**config.mk**
```make
export PLATFORM = sky130hd
export DESIGN_NAME = ddr_maint_top
export DESIGN_NICKNAME = d
export VERILOG_FILES = /design/src/logic/apb_map_pkg.sv /design/src/logic/ddr_maint_pkg.sv /design/src/logic/ddr_maint_top.sv /design/src/logic/maint_sequencer.sv /design/src/logic/apb_maint_regs.sv /design/src/logic/maint_fifo.sv
export SDC_FILE = /design/constraint.sdc
export NUM_CORES = 1
export LEC_CHECK = 0
export ABC_AREA = 0
export BUFFER_PORTS_ARGS = -buffer_cell sky130_fd_sc_hd__buf_2
export CORE_MARGIN = 5
export CORE_UTILIZATION = 55
export CTS_BUF_LIST = sky130_fd_sc_hd__clkbuf_8
export DETAILED_ROUTE_END_ITERATION = 12
export GPL_TIMING_DRIVEN = 0
export PLACE_DENSITY = 0.78
export SLEW_MARGIN = 5
export SYNTH_ARGS = -nofsm -noshare
export SYNTH_HDL_FRONTEND = slang
export SYNTH_SLANG_ARGS = --single-unit
```
**constraint.sdc**
```tcl
create_clock -name i_clk -period 3 [get_ports i_clk]
set_input_delay 0.3 -clock i_clk [delete_from_list [all_inputs] [get_ports i_clk]]
set_output_delay 0.3 -clock i_clk [all_outputs]
set_load 0.005 [all_outputs]
```
**src/logic/apb_map_pkg.sv**
```systemverilog
// APB register map
package apb_map_pkg;

  localparam int APB_AW = 8;
  localparam int APB_DW = 32;

  // Register offsets
  localparam logic [APB_AW-1:0] REG_STATUS    = 8'h00;  // RO
  localparam logic [APB_AW-1:0] REG_CMD       = 8'h04;  // WO
  localparam logic [APB_AW-1:0] REG_REF_CNT   = 8'h08;  // RO
  localparam logic [APB_AW-1:0] REG_ZQ_CNT    = 8'h0C;  // RO
  localparam logic [APB_AW-1:0] REG_LAST_DONE = 8'h10;  // RO

  // STATUS bits
  localparam int STAT_CALIB_BIT = 0;
  localparam int STAT_SR_BIT    = 1;
  localparam int STAT_FULL_BIT  = 2;

  // LAST_DONE fields
  localparam int LD_CODE_LSB = 0;
  localparam int LD_TAG_LSB  = 4;
  localparam int LD_REJ_BIT  = 8;

endpackage

```
**src/logic/ddr_maint_pkg.sv**
```systemverilog
// DDR3 maintenance path definitions
package ddr_maint_pkg;

  // Maintenance command codes as written to REG_CMD
  typedef enum logic [1:0] {
    SR_EXIT  = 2'd0,
    REFRESH  = 2'd1,
    ZQCAL    = 2'd2,
    SR_ENTER = 2'd3
  } maint_code_t;

  localparam int MAINT_TAG_W = 4;

  typedef struct packed {
    maint_code_t            code;
    logic [MAINT_TAG_W-1:0] tag;
  } maint_cmd_t;

  typedef struct packed {
    maint_code_t            code;
    logic [MAINT_TAG_W-1:0] tag;
    logic                   reject;  // Command refused by the engine
  } maint_done_t;

  localparam int MAINT_Q_DEPTH = 4;

  // Busy times in controller clock cycles
  localparam int CALIB_CYCLES = 64;
  localparam int REF_CYCLES   = 8;
  localparam int ZQ_CYCLES    = 16;
  localparam int SR_CYCLES    = 4;

  localparam int CALIB_W = $clog2(CALIB_CYCLES);
  localparam int BUSY_W  = $clog2(ZQ_CYCLES);  // ZQ is the longest busy time

endpackage
```
**src/logic/ddr_maint_top.sv**
```systemverilog
// DDR3 maintenance wrapper top
module ddr_maint_top (
  input  logic                           i_clk,
  input  logic                           i_rst_n,
  input  logic                           i_psel,
  input  logic                           i_penable,
  input  logic                           i_pwrite,
  input  logic [apb_map_pkg::APB_AW-1:0] i_paddr,
  input  logic [apb_map_pkg::APB_DW-1:0] i_pwdata,
  output logic [apb_map_pkg::APB_DW-1:0] o_prdata,
  output logic                           o_pready,
  output logic                           o_pslverr,
  output logic                           o_init_calib_done,
  output logic                           o_sr_active
);

  import ddr_maint_pkg::*;

  logic        w_cmd_push;
  logic        w_cmd_full;
  logic        w_cmd_pop;
  logic        w_cmd_empty;
  maint_cmd_t  wb_cmd_in;
  maint_cmd_t  wb_cmd_out;
  logic        w_done_push;
  logic        w_done_full;
  logic        w_done_pop;
  logic        w_done_empty;
  maint_done_t wb_done_in;
  maint_done_t wb_done_out;

  apb_maint_regs regs0 (
    .i_clk(i_clk),
    .i_rst_n(i_rst_n),
    .i_psel(i_psel),
    .i_penable(i_penable),
    .i_pwrite(i_pwrite),
    .i_paddr(i_paddr),
    .i_pwdata(i_pwdata),
    .o_prdata(o_prdata),
    .o_pready(o_pready),
    .o_pslverr(o_pslverr),
    .o_cmd_push(w_cmd_push),
    .o_cmd(wb_cmd_in),
    .i_cmd_full(w_cmd_full),
    .i_done_valid(!w_done_empty),
    .i_done(wb_done_out),
    .o_done_pop(w_done_pop),
    .i_calib_done(o_init_calib_done),
    .i_sr_active(o_sr_active)
  );

  // Software commands toward the engine
  maint_fifo #(
    .DEPTH(MAINT_Q_DEPTH),
    .T_DATA(maint_cmd_t)
  ) cmd_q (
    .i_clk(i_clk),
    .i_rst_n(i_rst_n),
    .i_push(w_cmd_push),
    .i_data(wb_cmd_in),
    .o_full(w_cmd_full),
    .i_pop(w_cmd_pop),
    .o_data(wb_cmd_out),
    .o_empty(w_cmd_empty)
  );

  // Completions back to the registers
  maint_fifo #(
    .DEPTH(MAINT_Q_DEPTH),
    .T_DATA(maint_done_t)
  ) done_q (
    .i_clk(i_clk),
    .i_rst_n(i_rst_n),
    .i_push(w_done_push),
    .i_data(wb_done_in),
    .o_full(w_done_full),
    .i_pop(w_done_pop),
    .o_data(wb_done_out),
    .o_empty(w_done_empty)
  );

  maint_sequencer seq0 (
    .i_clk(i_clk),
    .i_rst_n(i_rst_n),
    .i_cmd_valid(!w_cmd_empty),
    .i_cmd(wb_cmd_out),
    .o_cmd_pop(w_cmd_pop),
    .o_done_push(w_done_push),
    .o_done(wb_done_in),
    .i_done_full(w_done_full),
    .o_calib_done(o_init_calib_done),
    .o_sr_active(o_sr_active)
  );

endmodule

```
**src/logic/maint_sequencer.sv**
```systemverilog
// DDR3 maintenance engine model
module maint_sequencer (
  input  logic                       i_clk,
  input  logic                       i_rst_n,
  input  logic                       i_cmd_valid,
  input  ddr_maint_pkg::maint_cmd_t  i_cmd,
  output logic                       o_cmd_pop,
  output logic                       o_done_push,
  output ddr_maint_pkg::maint_done_t o_done,
  input  logic                       i_done_full,
  output logic                       o_calib_done,
  output logic                       o_sr_active
);

  import ddr_maint_pkg::*;

  typedef enum logic [1:0] {
    ST_CALIB,
    ST_IDLE,
    ST_BUSY,
    ST_DONE
  } state_t;

  state_t             state;
  logic [CALIB_W-1:0] calib_cnt;
  logic [BUSY_W-1:0]  busy_cnt;
  logic [BUSY_W-1:0]  busy_load;
  maint_cmd_t         cmd_q;
  logic               reject_q;
  logic               calib_done_q;
  logic               sr_q;
  logic               rej_now;

  // Refresh and ZQ are not legal while the DRAM sits in self-refresh
  assign rej_now = sr_q && ((i_cmd.code == REFRESH) || (i_cmd.code == ZQCAL));

  always_comb begin
    case (i_cmd.code)
      REFRESH: busy_load = BUSY_W'(REF_CYCLES - 1);
      ZQCAL:   busy_load = BUSY_W'(ZQ_CYCLES - 1);
      default: busy_load = BUSY_W'(SR_CYCLES - 1);
    endcase
    if (rej_now) begin
      busy_load = BUSY_W'(SR_CYCLES - 1);  // Refusal takes the short time
    end
  end

  // Take a command only when its completion is sure to fit
  assign o_cmd_pop     = (state == ST_IDLE) && i_cmd_valid && !i_done_full;
  assign o_done_push   = (state == ST_DONE);
  assign o_done.code   = cmd_q.code;
  assign o_done.tag    = cmd_q.tag;
  assign o_done.reject = reject_q;
  assign o_calib_done  = calib_done_q;
  assign o_sr_active   = sr_q;

  always_ff @(posedge i_clk) begin
    if (!i_rst_n) begin
      state        <= ST_CALIB;
      calib_cnt    <= '0;
      calib_done_q <= 1'b0;
      busy_cnt     <= '0;
      reject_q     <= 1'b0;
      sr_q         <= 1'b0;
    end else begin
      case (state)
        ST_CALIB: begin
          calib_cnt <= calib_cnt + 1'b1;
          if (calib_cnt == CALIB_W'(CALIB_CYCLES - 1)) begin
            calib_done_q <= 1'b1;  // Stays high until reset
            state        <= ST_IDLE;
          end
        end
        ST_IDLE: begin
          if (o_cmd_pop) begin
            busy_cnt <= busy_load;
            reject_q <= rej_now;
            state    <= ST_BUSY;
          end
        end
        ST_BUSY: begin
          if (busy_cnt == '0) begin
            // SR state turns over together with the completion push
            if (cmd_q.code == SR_ENTER) begin
              sr_q <= 1'b1;
            end else if (cmd_q.code == SR_EXIT) begin
              sr_q <= 1'b0;
            end
            state <= ST_DONE;
          end else begin
            busy_cnt <= busy_cnt - 1'b1;
          end
        end
        default: state <= ST_IDLE;  // ST_DONE, completion pushed
      endcase
    end
  end

  always_ff @(posedge i_clk) begin
    if (o_cmd_pop) begin
      cmd_q <= i_cmd;
    end
  end

endmodule

```
**src/logic/apb_maint_regs.sv**
```systemverilog
// APB maintenance register block
module apb_maint_regs (
  input  logic                           i_clk,
  input  logic                           i_rst_n,
  input  logic                           i_psel,
  input  logic                           i_penable,
  input  logic                           i_pwrite,
  input  logic [apb_map_pkg::APB_AW-1:0] i_paddr,
  input  logic [apb_map_pkg::APB_DW-1:0] i_pwdata,
  output logic [apb_map_pkg::APB_DW-1:0] o_prdata,
  output logic                           o_pready,
  output logic                           o_pslverr,
  output logic                           o_cmd_push,
  output ddr_maint_pkg::maint_cmd_t      o_cmd,
  input  logic                           i_cmd_full,
  input  logic                           i_done_valid,
  input  ddr_maint_pkg::maint_done_t     i_done,
  output logic                           o_done_pop,
  input  logic                           i_calib_done,
  input  logic                           i_sr_active
);

  import ddr_maint_pkg::*;
  import apb_map_pkg::*;

  logic                   access;
  logic                   acc_err;
  logic                   cmd_err;
  logic [APB_DW-1:0]      rdata;
  maint_code_t            wr_code;
  logic [MAINT_TAG_W-1:0] tag_cnt;
  logic [APB_DW-1:0]      ref_cnt;
  logic [APB_DW-1:0]      zq_cnt;
  maint_done_t            last_done;

  assign access  = i_psel && i_penable;
  assign wr_code = maint_code_t'(i_pwdata[1:0]);

  // Command refused before calibration, on a full queue or a repeated SR entry
  assign cmd_err = !i_calib_done || i_cmd_full || ((wr_code == SR_ENTER) && i_sr_active);

  always_comb begin
    rdata   = '0;
    acc_err = 1'b0;
    case (i_paddr)
      REG_STATUS: begin
        rdata[STAT_CALIB_BIT] = i_calib_done;
        rdata[STAT_SR_BIT]    = i_sr_active;
        rdata[STAT_FULL_BIT]  = i_cmd_full;
        acc_err               = i_pwrite;
      end
      REG_CMD: begin
        acc_err = i_pwrite ? cmd_err : 1'b1;  // Reading back a command is an error
      end
      REG_REF_CNT: begin
        rdata   = ref_cnt;
        acc_err = i_pwrite;
      end
      REG_ZQ_CNT: begin
        rdata   = zq_cnt;
        acc_err = i_pwrite;
      end
      REG_LAST_DONE: begin
        rdata[LD_CODE_LSB +: 2]          = last_done.code;
        rdata[LD_TAG_LSB +: MAINT_TAG_W] = last_done.tag;
        rdata[LD_REJ_BIT]                = last_done.reject;
        acc_err                          = i_pwrite;
      end
      default: acc_err = 1'b1;  // Unmapped
    endcase
  end

  // Zero-wait slave
  assign o_pready  = 1'b1;
  assign o_pslverr = access && acc_err;
  assign o_prdata  = (access && !i_pwrite && !acc_err) ? rdata : '0;

  // Tag is the running count of accepted commands, this one included
  assign o_cmd_push = access && i_pwrite && (i_paddr == REG_CMD) && !cmd_err;
  assign o_cmd.code = wr_code;
  assign o_cmd.tag  = tag_cnt + 1'b1;

  assign o_done_pop = i_done_valid;  // Drain every completion at once

  always_ff @(posedge i_clk) begin
    if (!i_rst_n) begin
      tag_cnt   <= '0;
      ref_cnt   <= '0;
      zq_cnt    <= '0;
      last_done <= '0;
    end else begin
      if (o_cmd_push) begin
        tag_cnt <= tag_cnt + 1'b1;
      end
      if (i_done_valid) begin
        last_done <= i_done;
        // Rejected completions are not counted
        if (!i_done.reject && (i_done.code == REFRESH)) begin
          ref_cnt <= ref_cnt + 1'b1;
        end
        if (!i_done.reject && (i_done.code == ZQCAL)) begin
          zq_cnt <= zq_cnt + 1'b1;
        end
      end
    end
  end

endmodule

```
**src/logic/maint_fifo.sv**
```systemverilog
// First-word fall-through queue
module maint_fifo #(
  parameter int  DEPTH  = 4,
  parameter type T_DATA = logic [7:0]
) (
  input  logic  i_clk,
  input  logic  i_rst_n,
  input  logic  i_push,
  input  T_DATA i_data,
  output logic  o_full,
  input  logic  i_pop,
  output T_DATA o_data,
  output logic  o_empty
);

  localparam int PTR_W = (DEPTH > 1) ? $clog2(DEPTH) : 1;
  localparam int CNT_W = $clog2(DEPTH + 1);

  T_DATA            mem [DEPTH];
  logic [PTR_W-1:0] wr_ptr;
  logic [PTR_W-1:0] rd_ptr;
  logic [CNT_W-1:0] count;
  logic             do_push;
  logic             do_pop;

  assign o_full  = (count == CNT_W'(DEPTH));
  assign o_empty = (count == '0);
  assign o_data  = mem[rd_ptr];  // Head shown without a pop

  assign do_push = i_push && !o_full;
  assign do_pop  = i_pop && !o_empty;

  always_ff @(posedge i_clk) begin
    if (do_push) begin
      mem[wr_ptr] <= i_data;
    end
  end

  always_ff @(posedge i_clk) begin
    if (!i_rst_n) begin
      wr_ptr <= '0;
      rd_ptr <= '0;
      count  <= '0;
    end else begin
      if (do_push) begin
        wr_ptr <= (wr_ptr == PTR_W'(DEPTH - 1)) ? '0 : wr_ptr + 1'b1;
      end
      if (do_pop) begin
        rd_ptr <= (rd_ptr == PTR_W'(DEPTH - 1)) ? '0 : rd_ptr + 1'b1;
      end
      case ({do_push, do_pop})
        2'b10:   count <= count + 1'b1;
        2'b01:   count <= count - 1'b1;
        default: count <= count;  // Idle or push with pop
      endcase
    end
  end

endmodule

```
Word level (Yosys, flattened, before mapping)
Memory sizes are Yosys's and may differ from the RTL's. A register that Yosys moved wholly into a read port is not among the register bits.
Index checks and enable logic that the tools add are counted.

storage, ports and cells
  output and inout bits = 36
  bits in read-only memories = 0
  register bits after elaboration = 110
  memory bits (writable) = 52
  bits of input ports = 45
  memories kept = 2
  latch bits = 0

operators by class
  reductions and logical operators = 46
  multiplexer cells = 33
  $lt $le $gt $ge = 0
  div/mod/pow operators = 0
  shift operators = 0
  multiply operators = 0
  equal/unequal tests = 28
  bitwise gates (word level) = 1
  add/sub/neg operators = 13

memories
  name        depth  width  read ports  clocked after memory_dff  wr ports  line              source
  done_q.mem  4      7      1           1                         1         maint_fifo.sv:19  T_DATA mem [DEPTH];
  cmd_q.mem   4      6      1           1                         1         maint_fifo.sv:19

operators with widths
  cell                     number
  $add A32 B1 Y32 const B  2
  $pmux W23 S2             1
  $mux W32                 1
  $eq A2 B2 Y1 const B     12
  $mux W2                  11
  $eq A8 B4 Y1 const B     2
  $logic_and A1 B1 Y1      16
  $pmux W4 S2              2
  $pmux W5 S3              1
  $mux W4                  3
  $pmux W3 S2              2
  $eq A2 B1 Y1 const B     5
  $logic_not A1 Y1         9
  $reduce_and A3 Y1        3
  $add A2 B1 Y2 const B    4
  $eq A8 B3 Y1 const B     1
  $eq A8 B5 Y1 const B     1
  $logic_not A8 Y1         1
  $pmux W2 S4              1
  $reduce_and A2 Y1        4
  $reduce_bool A2 Y1       4
  $mux W1                  7
  $add A3 B1 Y3 const B    2
  $add A6 B1 Y6 const B    1
  16 further kinds         25

Depth between registers and ports, before layout
  word-level depth = 8
  depth in mapped cells = 11

Hierarchy
A second synthesis with hierarchy kept.

unflattened totals
  cell total of the unflattened synthesis = 776
  area total of the unflattened synthesis = 7,948.9 µm²

by module, submodules not included
  module                sequential area each (µm²)  cells each  instances  area each (µm²)
  apb_maint_regs        1,501.4                     496         1          4,088.9
  maint_fifo at done_q  1,021.0                     93          1          1,501.4
  maint_fifo at cmd_q   900.9                       87          1          1,355.0
  maint_sequencer       480.5                       98          1          996.0
  ddr_maint_top         0.0                         2           1          7.5

Least setup slack after synthesis
OpenSTA, ideal clock, no wires.

  path type = in2reg
  start point = input port i_paddr[2] (netlist name)
  end point = register cmd_q.count[2]
  setup slack = 0.085 ns
  data arrival time = 2.844 ns
  required time = 2.930 ns
  stages = 11
  cells stage by stage = clkbuf_1 -> nor4bb_1 -> nand4_1 -> nor3_1 -> inv_1 -> ha_1 -> inv_1 -> fa_1 -> xor2_1 -> or3_1 -> a21oi_1

between the ends
  longest elaborated chain between the ends = 6
  elaborated cells between the ends (all ways) = 8
  classes of those cells = eq/ne (3); mux (1); reduce/logical (4)

ends and longest elaborated chain
  what                                                      line                  source
  from (decl)                                               ddr_maint_top.sv:8    input logic [apb_map_pkg::APB_AW-1:0] i_paddr,
  $eq A8 B3 Y1 *                                            apb_maint_regs.sv:79  assign o_cmd_push = access && i_pwrite && (i_paddr == REG_CMD) && !cmd_err;
  $logic_and A1 B1 Y1 * (2 in series)                       apb_maint_regs.sv:79
  $logic_and A1 B1 Y1 *                                     maint_fifo.sv:30      assign do_push = i_push && !o_full;
  $eq A2 B1 Y1 / $eq A2 B2 Y1 (equally long branches)       maint_fifo.sv:51      case ({do_push, do_pop})
  $pmux W3 S2 / $reduce_bool A2 Y1 (equally long branches)  n/a
  to (signal assigned)                                      maint_fifo.sv:52      2'b10: count <= count + 1'b1;
  to (signal assigned)                                      maint_fifo.sv:53      2'b01: count <= count - 1'b1;
  to (signal assigned)                                      maint_fifo.sv:54      default: count <= count;
  to (decl)                                                 maint_fifo.sv:22      logic [CNT_W-1:0] count;

Every way passes the cells marked *; elsewhere a longest branch is shown, timed or not.
A chain may end at the register's enable or synchronous reset.

==> flow_summary_export.csv <==
group,metric,value,unit
floorplanning,die-area,0.0170,mm²
clock_network,clock_latency,460,ps
setup_path,cp.required,3400,ps
layout,final_layout_size_suffix_gt1_share,12.9,%
floorplanning,num_rows,44,
placement,gp_congestion,0.873,
sta,max_freq,345,MHz
sta,rsz0062_at_grt,"no",
drt,drc,0,
setup_path,path_class,"register to register",
synthesis,yosysWarnings,0,
global_route,grt.overflow.total,0,
worst_hold_path,hold_class,"primary input to register",
layout,final_area,0.00893,mm²
floorplanning,pin_count,81,
power_and_ir_drop,vdd.ir_drop.worst,491,µV
sta,fin_crit,2900,ps
floorplanning,start_util,55.5,%
floorplanning,die_h,130,µm
setup_path,crit_fanout,10,
status,status,"complete, no violations",
global_route,grt_pass1_wl,28.5,mm
global_route,track_usage,21.6,%
global_route,grt_pass1_vias,5706,
power_and_ir_drop,leakagePower,3.04,nW
synthesis,ys_seq_elements,166,
sta,finalCritPeriodShare,96.7,%
sta,setup_viol,0,
floorplanning,coreArea,0.0144,mm²
floorplanning,die_w,130,µm
layout,n_fill_cell,1185,
clock_network,clk_pin_slew_worst_paths,100,ps
clock_network,cts_root_buf,"clkbuf_8",
drt,wl_per_cell,16.5,µm
sta,slew-limit-headroom,52.3,%
setup_path,worstSetupEndpoint,"regs0.ref_cnt[28]",
sta,tightest_slew,716,ps
global_route,antenna_found_initial,0,
power_and_ir_drop,finalPower,0.00432,W
layout,fin_util,62.1,%
placement,dp_hpwl,12.7,mm
setup_path,r2r_slack,100,ps
sta,finClkSkew,14.7,ps
layout,fin_nets,938,
placement,postPlaceCellArea,0.00844,mm²
synthesis,ys_types,58,
synthesis,synthArstFlopShare,0,%
clock_network,cts_sinks,166,
synthesis,syn_nets,873,
sta,fin_tns_setup,0,ps
synthesis,synth-main-ff-cell,"dfxtp_1",
sta,holdWs,65.3,ps
sta,hold_viol,0,
clock_network,clk_path_buf_depth,2,
drt,drt-total-wl,17.5,mm
synthesis,syn_area,0.00797,mm²
setup_path,rr_worst_depth,8,
sta,drv_slew,0,
clock_network,ctsHtreeMaxLevel,4,
clock_network,ctsHoldBuffers,0,
placement,port_buffers,47,
clock_network,cts_tree,"yes",
clock_network,numCtsBuffers,17,
drt,ant_nets,0,
synthesis,synthCells,803,
drt,viasPerCell,5.73,
layout,antenna_cells,0,
setup_path,worstSetupEndpointType,"register",
drt,drt_first_pass_iters,5,
synthesis,ys_seq_area_share,49.0,%
drt,dr_total_vias,6104,
global_route,grt_max_degree,20,
run,cap_violations,0,
power_and_ir_drop,pwr_density_cell,483,mW/mm²
setup_path,arrival,3300,ps
synthesis,synth.avg_cell_area,9.93,µm²
setup_path,start_kind,"register",
synthesis,synth-edff-count,58,
drt,drt_iter0_markers,587,
layout,syn_to_final_growth,12.0,%
setup_path,r2r_end,"regs0.ref_cnt[28]",
[stage by stage]
stage	cells	setup slack, ps
2_1_floorplan	803	85.2
3_3_place_gp	1034	-843
3_5_place_dp	1034	-978
4_1_cts	1064	30.7
5_1_grt	1065	5.33
6_report	1065	100
[synth_stat cells, drive strengths merged (2+ instances only)]
| master | n | area share, % |
|---|---|---|
| a211oi | 2 | 0.19 |
| a21oi | 50 | 3.1 |
| a22oi | 5 | 0.47 |
| and2 | 13 | 1.0 |
| and3 | 6 | 0.47 |
| and4 | 6 | 0.66 |
| buf | 5 | 0.57 |
| clkbuf | 34 | 1.6 |
| dfxtp | 108 | 27 |
| edfxtp | 58 | 22 |
| fa | 2 | 0.50 |
| ha | 23 | 3.6 |
| inv | 33 | 1.6 |
| mux2i | 36 | 4.5 |
| mux4 | 13 | 3.8 |
| nand2 | 52 | 2.4 |
| nand2b | 6 | 0.47 |
| nand3 | 24 | 1.5 |
| nand4 | 24 | 1.9 |
| nor2 | 114 | 5.4 |
| nor2b | 5 | 0.39 |
| nor3 | 20 | 1.3 |
| nor3b | 3 | 0.28 |
| nor4 | 17 | 1.3 |
| nor4b | 2 | 0.30 |
| o21a | 9 | 0.85 |
| o21ai | 19 | 1.2 |
| o31ai | 11 | 1.0 |
| o32a | 2 | 0.25 |
| or2 | 4 | 0.31 |
| or3 | 15 | 1.2 |
| or3b | 3 | 0.33 |
| or4 | 15 | 1.4 |
| or4b | 2 | 0.25 |
| xnor2 | 28 | 3.1 |
| xor2 | 21 | 2.3 |
[worst min-delay path by stage]
stage	from	to	slack [ps]	cells past startpoint
after floorplan	i_pwdata[0]	cmd_q.mem[0][4]	400	0
after global placement	regs0.last_done[5]	regs0.last_done[5]	440	2
after detailed placement	regs0.last_done[5]	regs0.last_done[5]	450	2
after CTS	i_pwdata[1]	cmd_q.mem[0][5]	50	1
after global routing	i_pwdata[1]	cmd_q.mem[3][5]	40	1
final	i_pwdata[1]	cmd_q.mem[0][5]	70	1
[registers in the layout (all words and copies together), names as in the netlist, 3 cells and up, named ones only]
signal,flops
regs0.last_done,7
cmd_q.count,3
regs0.ref_cnt,32
done_q.count,3
seq0.busy_cnt,4
cmd_q.mem,24
regs0.zq_cnt,32
regs0.tag_cnt,4
done_q.mem,28
seq0.calib_cnt,6
seq0.o_done,6
[logic make-up (layout without fill, tap and decap cells)]
kind of cell / after synthesis / after routing / synth area share (%)
adders and majority gates: 25 / 25 / 4.11
xor gates and xnor gates: 49 / 49 / 5.38
DFF: 166 / 166 / 49.0
buffers and inverters: 72 / 150 / 3.74
AOI/OAI and AO/OA: 105 / 105 / 7.90
muxes: 50 / 50 / 8.43
and+or+nand+nor: 335 / 335 / 21.4
other: 1 / 1 / 0.0470
[metal layers]
metal	share of wire (%)	global-route usage (%)	wire length [µm]	vias to the layer above
li1	-	-	-	3010
met1	45	29.8	7890	2896
met2	47	34.5	8270	171
met3	6.1	5.04	1070	27
met4	1.7	6.11	291	0
met5	0	0	0	-
[critical path, stage by stage, from the launching register on]
cell	delay [ps]
dfxtp_1	330
buf_6	150
mux4_2	640
or3b_1	400
buf_6	150
or3_4	390
buf_6	150
or4_1	470
a21oi_1	140
[what timing repair did]
item / 4_1_cts / 5_1_grt
gates resized for setup: 2 / 3
cloned: 0 / 0
endpoints found under the setup margin: 10 / 29
setup buffers: 0 / 2
pin swaps: 0 / 0
[final cells by class]
| class | count | area [µm²] | area share (%) |
|---|---|---|---|
| flip-flops and latches | 166 | 3900 | 43.7 |
| multi-input cells | 565 | 3800 | 42.6 |
| repair buffers | 49 | 250 | 2.80 |
| clock buffers | 17 | 234 | 2.62 |
| well taps | 184 | 230 | 2.58 |
| clock inverters | 15 | 224 | 2.51 |
| plain buffers | 36 | 163 | 1.82 |
| inverters | 33 | 124 | 1.39 |
[cell usage in the layout (no fill, tap or decap), types with 4 or more instances in the layout]
master      n
nand4_1    24
nand2b_1    6
xnor2_1    28
clkbuf_1   30
edfxtp_1   58
nand2_1    52
or2_2       4
or3_1      14
nand3_1    24
or4_1      15
ha_1       23
clkinv_8    5
and3_1      6
and2_1     13
dfxtp_1   108
and4_1      6
a21oi_1    50
a22oi_1     5
nor2b_1     5
nor3_1     19
mux4_2     11
nor2_1    114
o31ai_1    11
mux2i_1    36
clkbuf_8   17
xor2_1     21
inv_1      32
o21ai_0    19
inv_8       5
nor4_1     15
buf_2      47
o21a_1      9
[power breakdown]
part           leakage (nW)  switching, W  internal [W]
Clock                 0.229      0.000955      0.000808
Sequential             1.41     0.0000213       0.00233
Combinational          1.41      0.000121     0.0000768
Note: power is estimated with default switching activity, not from simulation.
